**src/uart_cmd_pkg.sv**
```systemverilog
package uart_cmd_pkg;

  // ====================
  // serial timing
  // ====================

  localparam int CLKS_PER_BIT = 16;             // kept short for simulation
  localparam int FRAME_BITS   = 11;             // start, 8 data, parity, stop
  localparam int GAP_CYCLES   = 20;             // idle tx cycles between the two request frames
  localparam int RESP_TIMEOUT = 400;            // wait for a reply start bit

  localparam int HALF_BIT  = CLKS_PER_BIT / 2;
  localparam int PAR_IDX   = FRAME_BITS - 2;    // bit index of the parity bit in a frame
  localparam int STOP_IDX  = FRAME_BITS - 1;

  localparam int BIT_CNT_W = $clog2(CLKS_PER_BIT);
  localparam int BIT_IDX_W = $clog2(FRAME_BITS);
  localparam int GAP_CNT_W = $clog2(GAP_CYCLES);
  localparam int TO_CNT_W  = $clog2(RESP_TIMEOUT);

  // ====================
  // sequencer states
  // ====================

  localparam int ST_W = 3;

  localparam logic [ST_W-1:0] ST_IDLE    = 3'd0;
  localparam logic [ST_W-1:0] ST_SEND_HI = 3'd1;
  localparam logic [ST_W-1:0] ST_GAP     = 3'd2;
  localparam logic [ST_W-1:0] ST_SEND_LO = 3'd3;
  localparam logic [ST_W-1:0] ST_WAIT    = 3'd4;
  localparam logic [ST_W-1:0] ST_REPORT  = 3'd5;

  // ====================
  // command and result types
  // ====================

  typedef struct packed {
    logic       write;                          // 1 = write, 0 = read
    logic [6:0] addr;
    logic [7:0] data;
  } cmd_fields_t;

  typedef struct packed {
    logic [7:0] hi;                             // goes out in the first frame
    logic [7:0] lo;
  } cmd_bytes_t;

  typedef union packed {
    cmd_fields_t fields;
    cmd_bytes_t  bytes;
  } cmd_word_t;

  typedef struct packed {
    logic [7:0] data;
    logic       parity_ok;
    logic       stop_ok;
  } rx_frame_t;

  typedef struct packed {
    logic [7:0] data;
    logic       parity_err;
    logic       framing_err;
    logic       timeout;
  } rd_result_t;

endpackage

```
**src/uart_tx.sv**
```systemverilog
`timescale 1ns/1ps

module uart_tx (
  input  logic       clk,
  input  logic       rst_n,
  input  logic       start,
  input  logic [7:0] data,
  output logic       tx,
  output logic       done
);

  import uart_cmd_pkg::*;

  logic                  busy;
  logic [BIT_CNT_W-1:0]  clk_cnt;
  logic [BIT_IDX_W-1:0]  bit_idx;
  logic [FRAME_BITS-2:0] shift_q;              // bits still to go after the start bit
  logic                  bit_end;
  logic                  last_bit;

  assign bit_end  = busy && (clk_cnt == BIT_CNT_W'(CLKS_PER_BIT - 1));
  assign last_bit = (bit_idx == BIT_IDX_W'(STOP_IDX));
  assign done     = bit_end && last_bit;       // last cycle of the stop bit

  // ====================
  // bit timing and line driver
  // ====================

  always_ff @(posedge clk or negedge rst_n)
  begin
    if (!rst_n)
    begin
      busy    <= 1'b0;
      tx      <= 1'b1;
      clk_cnt <= '0;
      bit_idx <= '0;
    end
    else if (!busy)
    begin
      clk_cnt <= '0;
      bit_idx <= '0;
      if (start)
      begin
        busy <= 1'b1;
        tx   <= 1'b0;                          // start bit begins next cycle
      end
    end
    else if (bit_end)
    begin
      clk_cnt <= '0;
      if (last_bit)
      begin
        busy <= 1'b0;
        tx   <= 1'b1;
      end
      else
      begin
        tx      <= shift_q[0];
        bit_idx <= bit_idx + 1'b1;
      end
    end
    else
    begin
      clk_cnt <= clk_cnt + 1'b1;
    end
  end

  // odd parity, so data plus parity holds an odd number of ones
  always_ff @(posedge clk)
  begin
    if (!busy && start)
      shift_q <= {1'b1, ~^data, data};
    else if (bit_end && !last_bit)
      shift_q <= {1'b1, shift_q[FRAME_BITS-2:1]};
  end

endmodule

```
**src/uart_rx.sv**
```systemverilog
`timescale 1ns/1ps

module uart_rx (
  input  logic                    clk,
  input  logic                    rst_n,
  input  logic                    rx,
  input  logic                    en,
  output logic                    frame_vld,
  output uart_cmd_pkg::rx_frame_t frame,
  output logic                    busy
);

  import uart_cmd_pkg::*;

  logic [2:0]           rx_sr;                 // two sync flops plus one cycle of history
  logic                 rx_s;
  logic                 fall;
  logic [BIT_CNT_W-1:0] clk_cnt;
  logic [BIT_IDX_W-1:0] bit_idx;
  logic [7:0]           data_sr;
  logic                 par_bit;
  logic                 sample;

  assign rx_s   = rx_sr[1];
  assign fall   = rx_sr[2] & ~rx_sr[1];
  assign sample = busy && (clk_cnt == BIT_CNT_W'(HALF_BIT));  // mid-bit

  always_ff @(posedge clk or negedge rst_n)
  begin
    if (!rst_n)
      rx_sr <= '1;                             // line idles high
    else
      rx_sr <= {rx_sr[1:0], rx};
  end

  // ====================
  // frame control
  // ====================

  always_ff @(posedge clk or negedge rst_n)
  begin
    if (!rst_n)
    begin
      busy      <= 1'b0;
      frame_vld <= 1'b0;
      clk_cnt   <= '0;
      bit_idx   <= '0;
    end
    else
    begin
      frame_vld <= 1'b0;
      if (!busy)
      begin
        if (en && fall)
        begin
          busy    <= 1'b1;
          clk_cnt <= BIT_CNT_W'(1);            // the edge cycle counts as cycle 0
          bit_idx <= '0;
        end
      end
      else
      begin
        if (clk_cnt == BIT_CNT_W'(CLKS_PER_BIT - 1))
          clk_cnt <= '0;
        else
          clk_cnt <= clk_cnt + 1'b1;
        if (sample)
        begin
          bit_idx <= bit_idx + 1'b1;
          if (bit_idx == '0 && rx_s)
            busy <= 1'b0;                      // start bit gone by mid-bit, treat as a glitch
          else if (bit_idx == BIT_IDX_W'(STOP_IDX))
          begin
            busy      <= 1'b0;
            frame_vld <= 1'b1;
          end
        end
      end
    end
  end

  always_ff @(posedge clk)
  begin
    if (sample)
    begin
      if (bit_idx == BIT_IDX_W'(PAR_IDX))
        par_bit <= rx_s;
      else if (bit_idx == BIT_IDX_W'(STOP_IDX))
      begin
        frame.data      <= data_sr;
        frame.parity_ok <= ^{data_sr, par_bit};
        frame.stop_ok   <= rx_s;
      end
      else if (bit_idx != '0)
        data_sr <= {rx_s, data_sr[7:1]};       // LSB arrives first
    end
  end

endmodule

```
**src/uart_cmd_master.sv**
```systemverilog
`timescale 1ns/1ps

module uart_cmd_master (
  input  logic                     clk,
  input  logic                     rst_n,
  input  logic                     cmd_vld,
  input  uart_cmd_pkg::cmd_word_t  cmd,
  input  logic                     tx_done,
  input  logic                     rx_vld,
  input  uart_cmd_pkg::rx_frame_t  rx_frame,
  input  logic                     rx_busy,
  output logic                     cmd_rdy,
  output logic                     tx_start,
  output logic [7:0]               tx_byte,
  output logic                     rx_en,
  output logic                     rd_vld,
  output uart_cmd_pkg::rd_result_t rd_result
);

  import uart_cmd_pkg::*;

  logic [ST_W-1:0]      state_q;
  logic [ST_W-1:0]      state_d;
  cmd_word_t            cmd_q;
  logic [GAP_CNT_W-1:0] gap_cnt;
  logic [TO_CNT_W-1:0]  to_cnt;
  rd_result_t           result_q;
  logic                 accept;
  logic                 gap_end;
  logic                 timeout_hit;

  // ====================
  // host and link outputs
  // ====================

  assign cmd_rdy     = (state_q == ST_IDLE);
  assign accept      = cmd_rdy && cmd_vld;
  assign gap_end     = (state_q == ST_GAP) && (gap_cnt == GAP_CNT_W'(GAP_CYCLES - 1));
  assign timeout_hit = (state_q == ST_WAIT) && !rx_busy
                       && (to_cnt == TO_CNT_W'(RESP_TIMEOUT - 1));

  // first frame starts straight from the host word so tx moves the cycle after accept
  assign tx_start = accept || gap_end;
  assign tx_byte  = (state_q == ST_IDLE) ? cmd.bytes.hi : cmd_q.bytes.lo;

  assign rx_en     = (state_q == ST_WAIT);
  assign rd_vld    = (state_q == ST_REPORT);
  assign rd_result = result_q;

  // ====================
  // sequencer
  // ====================

  always_comb
  begin
    state_d = state_q;
    case (state_q)
      ST_IDLE:
        if (accept)
          state_d = ST_SEND_HI;
      ST_SEND_HI:
        if (tx_done)
          state_d = ST_GAP;
      ST_GAP:
        if (gap_end)
          state_d = ST_SEND_LO;
      ST_SEND_LO:
        if (tx_done)
          state_d = cmd_q.fields.write ? ST_IDLE : ST_WAIT;
      ST_WAIT:
        if (rx_vld || timeout_hit)
          state_d = ST_REPORT;
      ST_REPORT:
        state_d = ST_IDLE;
      default:
        state_d = ST_IDLE;
    endcase
  end

  always_ff @(posedge clk or negedge rst_n)
  begin
    if (!rst_n)
    begin
      state_q <= ST_IDLE;
      gap_cnt <= '0;
      to_cnt  <= '0;
    end
    else
    begin
      state_q <= state_d;
      if (state_q == ST_GAP)
        gap_cnt <= gap_cnt + 1'b1;
      else
        gap_cnt <= '0;
      if (state_q != ST_WAIT)
        to_cnt <= '0;
      else if (!rx_busy)
        to_cnt <= to_cnt + 1'b1;               // holds once the reply has started
    end
  end

  always_ff @(posedge clk)
  begin
    if (accept)
      cmd_q <= cmd;
    if (state_q == ST_WAIT)
    begin
      if (rx_vld)
      begin
        result_q.data        <= rx_frame.data;
        result_q.parity_err  <= ~rx_frame.parity_ok;
        result_q.framing_err <= ~rx_frame.stop_ok;
        result_q.timeout     <= 1'b0;
      end
      else if (timeout_hit)
      begin
        result_q <= '{data: 8'h00, parity_err: 1'b0, framing_err: 1'b0, timeout: 1'b1};
      end
    end
  end

endmodule

```
**src/uart_cmd_top.sv**
```systemverilog
`timescale 1ns/1ps

module uart_cmd_top (
  input  logic                     clk,
  input  logic                     rst_n,
  input  logic                     cmd_vld,
  input  uart_cmd_pkg::cmd_word_t  cmd,
  input  logic                     rx,
  output logic                     tx,
  output logic                     cmd_rdy,
  output logic                     rd_vld,
  output uart_cmd_pkg::rd_result_t rd_result
);

  import uart_cmd_pkg::*;

  logic       tx_start;
  logic [7:0] tx_byte;
  logic       tx_done;
  logic       rx_en;
  logic       rx_vld;
  logic       rx_busy;
  rx_frame_t  rx_frame;

  uart_cmd_master master_i (
    .clk       (clk),
    .rst_n     (rst_n),
    .cmd_vld   (cmd_vld),
    .cmd       (cmd),
    .tx_done   (tx_done),
    .rx_vld    (rx_vld),
    .rx_frame  (rx_frame),
    .rx_busy   (rx_busy),
    .cmd_rdy   (cmd_rdy),
    .tx_start  (tx_start),
    .tx_byte   (tx_byte),
    .rx_en     (rx_en),
    .rd_vld    (rd_vld),
    .rd_result (rd_result)
  );

  uart_tx tx_i (
    .clk   (clk),
    .rst_n (rst_n),
    .start (tx_start),
    .data  (tx_byte),
    .tx    (tx),
    .done  (tx_done)
  );

  uart_rx rx_i (
    .clk       (clk),
    .rst_n     (rst_n),
    .rx        (rx),
    .en        (rx_en),
    .frame_vld (rx_vld),
    .frame     (rx_frame),
    .busy      (rx_busy)
  );

endmodule

```
**config.mk**
```make
export PLATFORM = sky130hd
export DESIGN_NAME = uart_cmd_top
export DESIGN_NICKNAME = d
export VERILOG_FILES = /design/src/uart_cmd_pkg.sv /design/src/uart_tx.sv /design/src/uart_rx.sv /design/src/uart_cmd_master.sv /design/src/uart_cmd_top.sv
export SDC_FILE = /design/constraint.sdc
export NUM_CORES = 1
export LEC_CHECK = 0
export ABC_AREA = 1
export BUFFER_PORTS_ARGS = -buffer_cell sky130_fd_sc_hd__buf_2
export CORE_MARGIN = 2
export CORE_UTILIZATION = 63
export DETAILED_ROUTE_END_ITERATION = 8
export PLACE_DENSITY = 0.93
export SLEW_MARGIN = 40
export SYNTH_ARGS = -nofsm -noshare
export SYNTH_HDL_FRONTEND = slang
export SYNTH_SLANG_ARGS = --single-unit
```
**constraint.sdc**
```tcl
create_clock -name clk -period 5.51 [get_ports clk]
set_input_delay 0.2755 -clock clk [delete_from_list [all_inputs] [get_ports clk]]
set_output_delay 0.2755 -clock clk [all_outputs]
set_load 0.02 [all_outputs]
```
## After elaboration in Yosys (flattened, before gate mapping)

Cells that the tools add are included.

- Reductions and logical operators: 33
- Bitwise gates (word level): 6
- Multipliers: 0
- Divide/modulo/power cells: 0
- Eq/ne operators: 23
- Muxes and demuxes: 43
- Shift operators: 0
- $add $sub $neg: 6
- Magnitude comparators: 0

Operators by type and width:

| cell | number |
|---|---|
| 2-to-1 mux 4 bit | 11 |
| 2-to-1 mux 9 bit | 4 |
| == test 4 bit, second input constant | 6 |
| 2-to-1 mux 11 bit | 2 |
| 2-to-1 mux 3 bit | 6 |
| 2-to-1 mux 1 bit | 17 |
| adder 4 x 1 -> 4 bit, second input constant | 4 |
| case mux 3 bit (5 select lines) | 1 |
| inequality test 2 bit, second input constant | 6 |
| logical AND 1 bit | 11 |
| AND reduction 2 bit | 5 |
| adder 9 x 1 -> 9 bit, second input constant | 1 |
| == test 9 bit, second input constant | 1 |
| XOR reduction 9 bit | 1 |
| 2-to-1 mux 8 bit | 1 |
| nonzero test 2 bit | 4 |
| XNOR reduction 8 bit | 1 |
| == test 3 x 2 -> 1 bit, second input constant | 2 |
| == test 3 bit, second input constant | 2 |
| inequality test 2 x 1 -> 1 bit, second input constant | 3 |
| adder 5 x 1 -> 5 bit, second input constant | 1 |
| == test 5 bit, second input constant | 1 |
| 2-to-1 mux 5 bit | 1 |
| NOT 1 bit | 5 |
| 11 further kinds | 14 |

- Flip-flop bits (word level): 95
- ROM bits: 0
- Latch bits: 0
- Memories kept: 0
- Word-level logic and storage cells: 134
- Bits in writable memories: 0

## Longest topological paths before layout

Gate-level depths: netlist of the first run.

- Depth in word-level cells: 6
- Mapped depth: 12
- Mapped depth without buffers: 11

## Modules after synthesis

From an unflattened synthesis of the first run, not the netlist that was laid out.

- Cell total of the unflattened synthesis: 442
- Area, all modules: 4,249.1 um^2

Modules (own cells, without submodules):

| module | cells each | times used | area each (um^2) |
|---|---|---|---|
| uart_cmd_master | 192 | 1 | 1,750.4 |
| uart_rx | 119 | 1 | 1,372.6 |
| uart_tx | 131 | 1 | 1,126.1 |

## Least setup slack after synthesis of the first run

Ideal clock, no wire load.

- Path kind: flip-flop to flip-flop
- From: register rx_i.bit_idx[0]
- To: register rx_i.frame[0] (netlist name), enable pin
- Arrival time: 1,543 ps
- Cell stages (with the launch flop): 5
- Clock period less this slack: 1,932 ps
- Slack: 3,578 ps
- Cells stage by stage: dfrtp_1 inv_1 ha_1 nand3_1 nor3_1

- Cells in the longest elaborated chain, start to end: 3
- Elaborated cells between the ends (all ways): 4

RTL lines:

| element | line | source |
|---|---|---|
| start: declaration | uart_rx.sv:19 | `logic [BIT_IDX_W-1:0] bit_idx;` |
| start signal: assignment | uart_rx.sv:69 | `bit_idx <= bit_idx + 1'b1;` |
| == test 4 bit | uart_rx.sv:86 | `if (bit_idx == BIT_IDX_W'(PAR_IDX))` |
| NOT 1 bit (no line) | - |  |
| AND reduction 3 bit (no line) * | - |  |
| end: declaration | uart_rx.sv:9 | `output uart_cmd_pkg::rx_frame_t frame,` |

Mark *: on every way between the ends. The rest lies on a longest branch, timed or not.
A chain may end at the register's enable or synchronous reset.

## Worst setup path in the final report of the first run

- From: register master_i.state_q[1]
- To: register master_i.result_q, in the netlist master_i.rd_result[1], enable pin

- Cells in the longest elaborated chain, start to end: 5

RTL lines:

| element | line | source |
|---|---|---|
| start: declaration | uart_cmd_master.sv:22 | `logic [ST_W-1:0] state_q;` |
| start signal: assignment | uart_cmd_master.sv:90 | `state_q <= state_d;` |
| == test 3 bit * | uart_cmd_master.sv:39, uart_cmd_master.sv:106 |  |
| logical AND 1 bit | uart_cmd_master.sv:39 | `assign timeout_hit = (state_q == ST_WAIT) && !rx_busy` |
| logical AND 1 bit | uart_cmd_master.sv:40 | `&& (to_cnt == TO_CNT_W'(RESP_TIMEOUT - 1));` |
| nonzero test 2 bit (no line) | - |  |
| AND reduction 2 bit (no line) * | - |  |
| end signal: assignment | uart_cmd_master.sv:117 | `result_q <= '{data: 8'h00, parity_err: 1'b0, framing_err: 1'b0, timeout: 1'b1};` |
| end: declaration | uart_cmd_master.sv:27 | `rd_result_t result_q;` |

Marked as above.

==> run summary, run 1 <==
CRITICAL PATH
----------------------------------------------------------------------------------------------------
Setup CP Type                                                                           flop to flop
Crit-path max FO                                                                                  12
Element type at the critical path end                                                           flop
Arrival @ worst endpoint                                                                     2.45 ns
Path depth of the worst reg2reg path                                                               5
CP Launch Type                                                                                  flop
Worst path cell trace                                                                   nor2_4 -> nand2_1 -> nor2_2 -> nand3_1 -> a21oi_2
Highest-delay cell along the critical path                                              sky130_fd_sc_hd__a21oi_2
Worst path required time                                                                     5.52 ns
Delay contributed by the slowest stage of the critical path                                  0.52 ns

STA
----------------------------------------------------------------------------------------------------
Final Hold Fails                                                                                   0
Final setup TNS                                                                                 0 ns
Final cycle utilization of the critical path                                                  44.23%
Setup skew after layout                                                                   0.01194 ns
Final count of negative-setup-slack endpoints                                                      0
Crit path setup slack, layout                                                               3.073 ns
Fmax achieved                                                                              410.3 MHz
Pins over their slew limit                                                                         0
Post-route worst hold slack                                                               0.09054 ns
Slew @ Worst Pin                                                                           0.7532 ns
Unrepaired setup endpoints after global routing                                                false
Normalized max-slew margin                                                                    49.52%
Min Tclk post-route                                                                         2.437 ns

YOSYS
----------------------------------------------------------------------------------------------------
Synth top area share                                                                          34.95%
Most common flop cell mapped by yosys                                                   sky130_fd_sc_hd__edfxtp_1
Combined area of all synthesized cells                                                  0.004124 mm²
Count of distinct cell types in the synthesized netlist                                           36
Synth cell count leaders                                                                sky130_fd_sc_hd__nand2_1, sky130_fd_sc_hd__inv_1, sky130_fd_sc_hd__edfxtp_1, sky130_fd_sc_hd__dfrtp_1, sky130_fd_sc_hd__nand3_1
Synth area leaders                                                                      sky130_fd_sc_hd__edfxtp_1, sky130_fd_sc_hd__dfrtp_1, sky130_fd_sc_hd__nand2_1, sky130_fd_sc_hd__inv_1, sky130_fd_sc_hd__nand3_1
Most frequently used cell type in the post-synthesis netlist                            sky130_fd_sc_hd__nand2_1
Flop and latch count out of synthesis                                                             88
Sequential-to-total area share from yosys stat                                                59.34%
Post-synthesis net count                                                                         450
Cells after Synth                                                                                419
Warning count from the yosys run                                                                   0
Proportion of register bits with asynchronous set or reset after synthesis                    45.45%
Syn Area/Cell                                                                              9.842 µm²
Cell type contributing the most total cell area after synthesis                         sky130_fd_sc_hd__edfxtp_1
EDFF count, synth                                                                                 48

GLOBAL ROUTE
----------------------------------------------------------------------------------------------------
Number of global-route vias before repair                                                       2768
Number of antenna violations at the first check in global routing                                  0
Gr usage total                                                                                21.86%
Largest net degree at the start of global routing                                                 41
Overflow left after global routing                                                                 0
Global-route wire length before repair                                                      12.30 mm

LAYOUT
----------------------------------------------------------------------------------------------------
Post-route cell area                                                                    0.004547 mm²
Number of inserted diodes                                                                          0
Utilization of the core after routing                                                         71.61%
Fraction of final layout cells with drive strength greater than 1                             15.58%
Net count, final                                                                                 488
Non-Filler Instances                                                                             539
Area Growth Syn to Fin                                                                        10.25%

CLOCK NETWORK
----------------------------------------------------------------------------------------------------
Worst-Skew Late Latency                                                                      0.36 ns
Clock-pin slew reported for the worst setup and hold paths after clock tree synthesis        0.10 ns
CTS HTree Levels                                                                                   3
Clock root buffer                                                                       sky130_fd_sc_hd__clkbuf_8
# Post-CTS Setup Buffers                                                                           0
Sinks on Clock Net                                                                                88
Number of buffers added by the clock tree synthesis step                                           9
CTS tree                                                                                       built
Clock tree buffer depth                                                                            2

DRT
----------------------------------------------------------------------------------------------------
Post-DR vias/cell                                                                              5.369
Detailed-route DRC error count                                                                     0
Mean routed wirelength per cell                                                             13.30 µm
First drt pass iteration count                                                                     5
Iter 0 DRT Violations                                                                            211
Vias after detailed routing                                                                     2894
Final wirelength                                                                            7.169 mm
Antenna-violating nets left                                                                        0

FLOORPLANNING
----------------------------------------------------------------------------------------------------
Site Rows                                                                                         29
Horizontal die dimension                                                                    84.91 µm
Initial cell density of the core                                                              64.95%
I/O pin count                                                                                     34
Die footprint                                                                           0.007209 mm²
Core Footprint                                                                          0.006350 mm²
Die outline height                                                                          84.91 µm

FLOW RUN
----------------------------------------------------------------------------------------------------
Maximum Capacitance Violations                                                                     0

WORST HOLD PATH
----------------------------------------------------------------------------------------------------
Worst hold path type                                                                    primary input to flop
Depth of the worst hold-timing path                                                                1

POWER AND IR DROP
----------------------------------------------------------------------------------------------------
Worst ir drop on vdd                                                                       0.2599 mV
Leakage dissipation                                                                         2.099 nW
Power per cell area                                                                     346.1 mW/mm²
Tot Pwr                                                                                     1.573 mW

PLACED DESIGN
----------------------------------------------------------------------------------------------------
Number of cells after detailed placement                                                         521
Final weighted congestion in routability-driven placement                                     0.8089
Placed wire-length estimate                                                                 5.090 mm
Area after detailed placement                                                           0.004328 mm²
Count of buffers inserted at the top-level ports                                                  33
Post-place setup slack                                                                      3.089 ns

RUN STATUS
----------------------------------------------------------------------------------------------------
Run status                                                                              finished clean

## worst paths after layout
path / start / end / slack, ns
max in group asynchronous: rst_n / rx_i.rx_sr[2] / 4.72
setup reg to reg: master_i.state_q[1] / master_i.rd_result[1] / 3.07
hold reg to reg: rx_i.rx_sr[0] / rx_i.rx_sr[1] / 0.37
min in group asynchronous: rst_n / rx_i.bit_idx[2] / 0.42
setup / recovery: master_i.state_q[1] / master_i.rd_result[1] / 3.07
hold / removal: cmd[2] / master_i.cmd_q[2] / 0.09
## flip-flops by register name (all words and copies together) (netlist names), 4 cells and up
register            flops
tx_i.shift_q            9
rx_i.bit_idx            4
master_i.cmd_q          9
master_i.to_cnt         9
master_i.gap_cnt        5
master_i.rd_result     11
tx_i.clk_cnt            4
rx_i.clk_cnt            4
tx_i.bit_idx            4
rx_i.frame             10
rx_i.data_sr            8
## cell families after synthesis
group / count (synthesis) / share of synthesized area, %
AO/OA/AOI/OAI: 47 / 6.311
XOR/XNOR: 14 / 2.973
adder cells (fa/ha/maj): 11 / 3.337
buffers and inverters: 65 / 7.190
flip-flops: 88 / 59.34
multiplexers: 1 / 0.2427
AND/OR/NAND/NOR: 193 / 20.60
## metal layers
| layer | wire (µm) | GRT usage [%] | vias to the layer above |
|---|---|---|---|
| met4 | 157 | 10.97 | 0 |
| met5 | 0 | 0 | - |
| li1 | - | - | 1440 |
| met1 | 3320 | 28.94 | 1365 |
| met3 | 355 | 5.253 | 14 |
| met2 | 3335 | 34.14 | 75 |
## placed cells by master (no fill, tap or decap), drive strengths merged
cell type / count
a21oi: 9
and3: 1
buf: 33
bufinv: 1
clkbuf: 9
clkinv: 2
clkinvlp: 1
dfrtp: 36
dfstp: 4
dlygate4sd3: 2
edfxtp: 48
ha: 11
inv: 60
mux2i: 1
nand2: 115
nand3: 33
nand3b: 4
nand4: 2
nor2: 31
nor3: 7
o21a: 1
o21ai: 33
o22ai: 3
o32ai: 1
xnor2: 7
xor2: 7
## where the power goes
part / switching (mW) / leakage [nW] / internal, mW
Clock: 0.258 / 0.0985 / 0.179
Combinational: 0.238 / 1.09 / 0.119
Sequential: 0.0448 / 0.911 / 0.734
Total: 0.541 / 2.10 / 1.03
## layout make-up
cell class	count	area, µm²
clock buffer	9	123.9
timing repair buffer	35	187.7
multi-input combinational	266	1389
inverter	57	227.7
sequential	88	2447
clock inverter	7	75.07
fill	428	1803
tap	77	96.34
## repair_timing
action | 4_1_cts | 5_1_grt
hold endpoints to repair | 37 | 0
gates resized for setup | 0 | 0
hold buffers | 2 | 0
## worst max-delay path: cells and delay by family (launching register included)
| family | cells | cell delay, ns |
|---|---|---|
| AOI/OAI and AO/OA | 1 | 0.52 |
| DFF | 1 | 0.48 |
| and+or+nand+nor | 4 | 1.08 |
No activity file was read; power rests on OpenSTA's default activity.
==> run 2, diff against run 1 <==
--- a/config.mk
+++ b/config.mk
@@ -8,9 +8,9 @@
 export ABC_AREA = 1
 export BUFFER_PORTS_ARGS = -buffer_cell sky130_fd_sc_hd__buf_2
 export CORE_MARGIN = 2
-export CORE_UTILIZATION = 63
+export CORE_UTILIZATION = 59
 export DETAILED_ROUTE_END_ITERATION = 8
-export PLACE_DENSITY = 0.93
+export PLACE_DENSITY = 0.89
 export SLEW_MARGIN = 40
 export SYNTH_ARGS = -nofsm -noshare
 export SYNTH_HDL_FRONTEND = slang
==> constraint.sdc (replaced) <==
create_clock -name clk -period 2.25 [get_ports clk]
set_input_delay 0.1125 -clock clk [delete_from_list [all_inputs] [get_ports clk]]
set_output_delay 0.1125 -clock clk [all_outputs]
set_load 0.02 [all_outputs]
==> run 2 against run 1 <==
Power grew to 2.5 times the previous value. Cell count grew 6.3%. Utilization shrank 2.0 points. Setup slack lost 2.7 ns. Clock power grew to 2.8 times the previous value. Highest routed layer unchanged.
==> run summary, run 2 (same netlist as run 1, synthesis figures left out) <==
CLOCK NETWORK
----------------------------------------------------------------------------------------------------
Number of gates given a new drive strength after cts                                               0   unchanged
Sinks on Clock Net                                                                                88   unchanged
Worst-Skew Late Latency                                                                      0.36 ns   about the same
Number of buffers added by the clock tree synthesis step                                           9   unchanged
Clock-pin slew reported for the worst setup and hold paths after clock tree synthesis        0.08 ns   was 0.10 ns
Clock root buffer                                                                       sky130_fd_sc_hd__clkbuf_8   unchanged
Clock tree buffer depth                                                                            2   unchanged
CTS HTree Levels                                                                                   3   unchanged
CTS tree                                                                                       built   unchanged

STA
----------------------------------------------------------------------------------------------------
Post-route worst hold slack                                                                0.2048 ns   was 0.09054 ns
Final Hold Fails                                                                                   0   unchanged
Final cycle utilization of the critical path                                                  85.60%   was 44.23%
Normalized max-slew margin                                                                    66.02%   was 49.52%
Slew @ Worst Pin                                                                           0.5097 ns   was 0.7532 ns
Final setup TNS                                                                                 0 ns   unchanged
Unrepaired setup endpoints after global routing                                                false   unchanged
Pins over their slew limit                                                                         0   unchanged
Fmax achieved                                                                              519.2 MHz   was 410.3 MHz
Min Tclk post-route                                                                         1.926 ns   was 2.437 ns
Final count of negative-setup-slack endpoints                                                      0   unchanged
Crit path setup slack, layout                                                              0.3241 ns   was 3.073 ns
Setup skew after layout                                                                  0.007643 ns   was 0.01194 ns

FLOORPLANNING
----------------------------------------------------------------------------------------------------
Die outline height                                                                          87.61 µm   was 84.91 µm
Die footprint                                                                           0.007675 mm²   was 0.007209 mm²
Initial cell density of the core                                                              60.70%   was 64.95%
Core Footprint                                                                          0.006794 mm²   was 0.006350 mm²
Horizontal die dimension                                                                    87.61 µm   was 84.91 µm
I/O pin count                                                                                     34   unchanged
Site Rows                                                                                         30   was 29

LAYOUT
----------------------------------------------------------------------------------------------------
Fraction of final layout cells with drive strength greater than 1                             15.93%   was 15.58%
Utilization of the core after routing                                                         69.59%   was 71.61%
Flip-flop count of the largest register, all copies and words added                               11   unchanged
Post-route cell area                                                                    0.004728 mm²   was 0.004547 mm²
Highest-count cells in the layout ignoring fill and taps                                sky130_fd_sc_hd__nand2_1, sky130_fd_sc_hd__inv_1, sky130_fd_sc_hd__edfxtp_1   unchanged
Most frequent standard cell in the layout excluding fill and tap cells                  sky130_fd_sc_hd__nand2_1   unchanged
Non-Filler Instances                                                                             573   was 539
Area Growth Syn to Fin                                                                        14.65%   was 10.25%
Net count, final                                                                                 503   was 488
Number of inserted diodes                                                                          0   unchanged

DRT
----------------------------------------------------------------------------------------------------
Post-DR vias/cell                                                                              5.108   was 5.369
Detailed-route DRC error count                                                                     0   unchanged
Final wirelength                                                                            7.109 mm   was 7.169 mm
Mean routed wirelength per cell                                                             12.41 µm   was 13.30 µm
Vias after detailed routing                                                                     2927   was 2894
First drt pass iteration count                                                                     7   was 5
Iter 0 DRT Violations                                                                            171   was 211
Antenna-violating nets left                                                                        0   unchanged

CRITICAL PATH
----------------------------------------------------------------------------------------------------
Element type at the critical path end                                                           flop   unchanged
Highest-delay cell along the critical path                                              sky130_fd_sc_hd__dfrtp_1   was sky130_fd_sc_hd__a21oi_2
Worst path required time                                                                     2.28 ns   was 5.52 ns
Arrival @ worst endpoint                                                                     1.95 ns   was 2.45 ns
Crit-path max FO                                                                                  22   was 12
Worst path cell trace                                                                   nor2_4 -> nand2_4 -> o22ai_1 -> nand2_2 -> nand2_1   was nor2_4 -> nand2_1 -> nor2_2 -> nand3_1 -> a21oi_2
Delay contributed by the slowest stage of the critical path                                  0.45 ns   was 0.52 ns
Setup CP Type                                                                           flop to flop   unchanged
CP Launch Type                                                                                  flop   unchanged

GLOBAL ROUTE
----------------------------------------------------------------------------------------------------
Gr usage total                                                                                20.25%   was 21.86%
Global-route wire length before repair                                                      11.91 mm   was 12.30 mm
Number of global-route vias before repair                                                       2737   was 2768
Peak-usage layer in the global routing report                                                   met2   unchanged
Met3 track utilization from global routing                                                    3.582%   was 5.253%
Routing usage on met1                                                                         27.40%   was 28.94%
M2 GR Usage                                                                                   31.47%   was 34.14%
Number of antenna violations at the first check in global routing                                  0   unchanged
Largest net degree at the start of global routing                                                 41   unchanged
Overflow left after global routing                                                                 0   unchanged

PLACED DESIGN
----------------------------------------------------------------------------------------------------
Area after detailed placement                                                           0.004388 mm²   was 0.004328 mm²
Number of cells after detailed placement                                                         546   was 521
Placed wire-length estimate                                                                 5.182 mm   was 5.090 mm
Count of buffers inserted at the top-level ports                                                  33   unchanged
Final weighted congestion in routability-driven placement                                     0.8383   was 0.8089
Post-place setup slack                                                                     0.3346 ns   was 3.089 ns

FLOW RUN
----------------------------------------------------------------------------------------------------
Maximum Capacitance Violations                                                                     0   unchanged

RUN STATUS
----------------------------------------------------------------------------------------------------
Run status                                                                              finished clean   unchanged

WORST HOLD PATH
----------------------------------------------------------------------------------------------------
Worst hold path type                                                                    primary input to flop   unchanged

POWER AND IR DROP
----------------------------------------------------------------------------------------------------
Power per cell area                                                                     843.4 mW/mm²   was 346.1 mW/mm²
Worst ir drop on vdd                                                                       0.8838 mV   was 0.2599 mV
Tot Pwr                                                                                     3.988 mW   was 1.573 mW
Leakage dissipation                                                                         2.176 nW   was 2.099 nW

[run 2: cell types whose count changed in the layout (fill, tap and decap cells not counted), sizes merged]
cell / delta
dlygate4sd3: +9
buf: +6
inv: -4
bufinv: +2
clkbuf: +1
clkinvlp: +1
[run 2: timing repair]
item                                   4_1_cts  5_1_grt
endpoints found under the hold margin       46        0
hold buffers                                11        0
setup buffers                                0        0
[run 2: final timing paths]
check                      slack, ns              end  depth (start not counted)                 from
max                             0.32  tx_i.shift_q[6]                          5  master_i.state_q[0]
min                             0.20  tx_i.shift_q[2]                          3              cmd[10]
max reg2reg                     0.32  tx_i.shift_q[6]                          5  master_i.state_q[0]
min reg2reg                     0.36    rx_i.rx_sr[1]                          0        rx_i.rx_sr[0]
max in group asynchronous       1.61          tx_i.tx                          2                rst_n
min in group asynchronous       0.26  rx_i.bit_idx[3]                          2                rst_n
[run 2: per-layer routing]
layer  up-vias  routed length (µm)  share of wire [%]
met4         0                 182                2.6
li1       1470                   -                  -
met1      1368                3265                 46
met3        15                 282                4.0
met2        74                3378                 48
met5         -                   0                  0
[run 2: report_power, final]
part           internal, mW  switching [mW]
Sequential             1.80           0.104
Clock                 0.659           0.551
Combinational         0.308           0.568
[run 2: worst max-delay path: cells and delay by family, from the launching register on]
family           cells  cell delay, ns
AO/OA/AOI/OAI        1            0.29
AND/OR/NAND/NOR      4            0.84
flip-flops           1            0.45
[run 2: area by class of cell]
class                   count  area, µm²
clock buffers              10      137.6
clock inverters             6      92.59
fillers                   472       2066
inverters                  57      227.7
multi-input cells         266       1380
flip-flops and latches     88       2447
well taps                  96      120.1
repair buffers             50      322.8
==> run 3, diff against run 2 <==
--- a/config.mk
+++ b/config.mk
@@ -10,7 +10,7 @@
 export CORE_MARGIN = 2
 export CORE_UTILIZATION = 59
 export DETAILED_ROUTE_END_ITERATION = 8
-export PLACE_DENSITY = 0.89
+export PLACE_DENSITY = 0.82
 export SLEW_MARGIN = 40
 export SYNTH_ARGS = -nofsm -noshare
 export SYNTH_HDL_FRONTEND = slang
==> run 3 against run 2 <==
Sequential power hardly changed. Cell count unchanged. Combinational power is 0.7% lower. Hold slack gained 0.0017 ns. Die area did not move.
==> run summary, run 3 (same netlist as run 1, synthesis figures left out) <==
STA
----------------------------------------------------------------------------------------------------
Final Hold Fails                                                                                   0   unchanged
Setup skew after layout                                                                   0.01069 ns   was 0.007643 ns
Final setup TNS                                                                                 0 ns   unchanged
Unrepaired setup endpoints after global routing                                                false   unchanged
Min Tclk post-route                                                                         1.969 ns   was 1.926 ns
Fmax achieved                                                                              508.0 MHz   was 519.2 MHz
Crit path setup slack, layout                                                              0.2814 ns   was 0.3241 ns
Slew @ Worst Pin                                                                           0.5105 ns   was 0.5097 ns
Normalized max-slew margin                                                                    65.97%   was 66.02%
Final cycle utilization of the critical path                                                  87.49%   was 85.60%
Pins over their slew limit                                                                         0   unchanged
Final count of negative-setup-slack endpoints                                                      0   unchanged

GLOBAL ROUTE
----------------------------------------------------------------------------------------------------
Gr usage total                                                                                19.95%   was 20.25%
Number of global-route vias before repair                                                       2745   was 2737
Largest net degree at the start of global routing                                                 41   unchanged
Number of antenna violations at the first check in global routing                                  0   unchanged
Global-route wire length before repair                                                      11.87 mm   was 11.91 mm
Overflow left after global routing                                                                 0   unchanged

CLOCK NETWORK
----------------------------------------------------------------------------------------------------
Clock tree buffer depth                                                                            2   unchanged
Clock root buffer                                                                       sky130_fd_sc_hd__clkbuf_8   unchanged
Number of buffers added by the clock tree synthesis step                                           9   unchanged
Worst-Skew Late Latency                                                                      0.35 ns   was 0.36 ns
Number of gates given a new drive strength after cts                                               0   unchanged
Clock-pin slew reported for the worst setup and hold paths after clock tree synthesis        0.08 ns   about the same
CTS HTree Levels                                                                                   3   unchanged
CTS tree                                                                                       built   unchanged
# Post-CTS Setup Buffers                                                                           0   unchanged
Sinks on Clock Net                                                                                88   unchanged
CTS Hold Bufs                                                                                     11   unchanged

DRT
----------------------------------------------------------------------------------------------------
Iter 0 DRT Violations                                                                            144   was 171
First drt pass iteration count                                                                     5   was 7
Post-DR vias/cell                                                                              4.963   was 5.108
Mean routed wirelength per cell                                                             11.93 µm   was 12.41 µm
Detailed-route DRC error count                                                                     0   unchanged
Antenna-violating nets left                                                                        0   unchanged
Vias after detailed routing                                                                     2844   was 2927
Final wirelength                                                                            6.834 mm   was 7.109 mm

POWER AND IR DROP
----------------------------------------------------------------------------------------------------
Logic gate share of total power                                                                23.2%   was 22.0%
Clock group share of total power                                                               26.2%   was 30.3%
Cell Int Power                                                                              2.520 mW   was 2.764 mW
Worst ir drop on vdd                                                                       0.4516 mV   was 0.8838 mV
Register share of total power                                                                  50.7%   was 47.7%
Leakage dissipation                                                                         2.161 nW   was 2.176 nW
Tot Pwr                                                                                     3.756 mW   was 3.988 mW
Power per cell area                                                                     803.2 mW/mm²   was 843.4 mW/mm²
Switching pwr                                                                               1.237 mW   was 1.224 mW
Net Sw Frac                                                                                   32.92%   was 30.69%

FLOORPLANNING
----------------------------------------------------------------------------------------------------
Die footprint                                                                           0.007675 mm²   unchanged
Core Footprint                                                                          0.006794 mm²   unchanged
Die outline height                                                                          87.61 µm   unchanged
Site Rows                                                                                         30   unchanged
Horizontal die dimension                                                                    87.61 µm   unchanged
I/O pin count                                                                                     34   unchanged
Initial cell density of the core                                                              60.70%   unchanged

LAYOUT
----------------------------------------------------------------------------------------------------
Number of inserted diodes                                                                          0   unchanged
Most frequent standard cell in the layout excluding fill and tap cells                  sky130_fd_sc_hd__nand2_1   unchanged
Net count, final                                                                                 503   unchanged
Non-Filler Instances                                                                             573   unchanged
Area Growth Syn to Fin                                                                        13.41%   was 14.65%
Highest-count cells in the layout ignoring fill and taps                                sky130_fd_sc_hd__nand2_1, sky130_fd_sc_hd__inv_1, sky130_fd_sc_hd__edfxtp_1   unchanged
Flip-flop count of the largest register, all copies and words added                               11   unchanged
Fraction of final layout cells with drive strength greater than 1                             15.72%   was 15.93%
Utilization of the core after routing                                                         68.84%   was 69.59%

RUN STATUS
----------------------------------------------------------------------------------------------------
Run status                                                                              finished clean   unchanged

PLACED DESIGN
----------------------------------------------------------------------------------------------------
Final weighted congestion in routability-driven placement                                     0.7853   was 0.8383
Placed wire-length estimate                                                                 4.862 mm   was 5.182 mm
Post-place setup slack                                                                     0.3117 ns   was 0.3346 ns
Count of buffers inserted at the top-level ports                                                  33   unchanged
Number of cells after detailed placement                                                         546   unchanged

CRITICAL PATH
----------------------------------------------------------------------------------------------------
CP Launch Type                                                                                  flop   unchanged
Element type at the critical path end                                                           flop   unchanged
Arrival @ worst endpoint                                                                     1.98 ns   was 1.95 ns
Worst path required time                                                                     2.26 ns   was 2.28 ns
Crit-path max FO                                                                                  22   unchanged
Setup CP Type                                                                           flop to flop   unchanged

WORST HOLD PATH
----------------------------------------------------------------------------------------------------
Worst hold path type                                                                    primary input to flop   unchanged

FLOW RUN
----------------------------------------------------------------------------------------------------
Maximum Capacitance Violations                                                                     0   unchanged

run 3: changes by cell type in the layout (fill, tap and decap cells not counted):
cell,previous run,this run
sky130_fd_sc_hd__clkinv_2,0,1
sky130_fd_sc_hd__clkinvlp_4,2,0
sky130_fd_sc_hd__clkinv_1,0,1
sky130_fd_sc_hd__inv_8,0,1
sky130_fd_sc_hd__inv_6,0,2
sky130_fd_sc_hd__bufinv_16,2,0
sky130_fd_sc_hd__clkbuf_8,10,9
run 3: area by class of cell:
class                   instances  area, µm²
multi-input cells             266       1380
well taps                      96      120.1
clock buffers                   9      123.9
clock inverters                 7      55.05
fillers                       500       2117
repair buffers                 50      322.8
flip-flops and latches         88       2447
inverters                      57      227.7
run 3: per-layer routing:
layer / global-route usage (%) / routed length, µm
met2: 31.89 / 3221
met3: 3.205 / 160
met1: 27.39 / 3358
met4: 8.531 / 94
met5: 0 / 0
run 3: path summary, 6_finish.rpt:
path	startpoint	end	slack, ns	depth (start not counted)
min in group asynchronous	rst_n	rx_i.bit_idx[1]	0.27	2
min reg2reg	rx_i.rx_sr[0]	rx_i.rx_sr[1]	0.36	0
max in group asynchronous	rst_n	tx_i.tx	1.60	2
min	cmd[14]	tx_i.shift_q[6]	0.21	3
max	master_i.state_q[1]	tx_i.shift_q[8]	0.28	5
max reg2reg	master_i.state_q[1]	tx_i.shift_q[8]	0.28	5
run 3: worst max-delay path: stages (launching register included):
cell and delay, ns:
sky130_fd_sc_hd__dfrtp_1 0.47, sky130_fd_sc_hd__nor2_4 0.28, sky130_fd_sc_hd__nand2_4 0.21, sky130_fd_sc_hd__o22ai_1 0.29
sky130_fd_sc_hd__nand2_2 0.10, sky130_fd_sc_hd__nand2_1 0.29
run 3: metrics by stage:
stage	instance area, µm²	hold slack, ns
final	4677	0.2066
after global placement	4385	0.2177
after CTS	4677	0.2011
after floorplan	4124	-0.1831
after global routing	4677	0.2130
after detailed placement	4388	0.1200
run 3: power by group through the flow:
stage          combinational (mW)  sequential, mW  clock [mW]
6_report                    0.870            1.90       0.983
5_1_grt                      1.02            1.92        1.07
4_1_cts                     0.871            1.90        1.00
3_5_place_dp                0.851            1.94           0
3_3_place_gp                0.815            1.93           0
2_1_floorplan               0.739            1.90           0
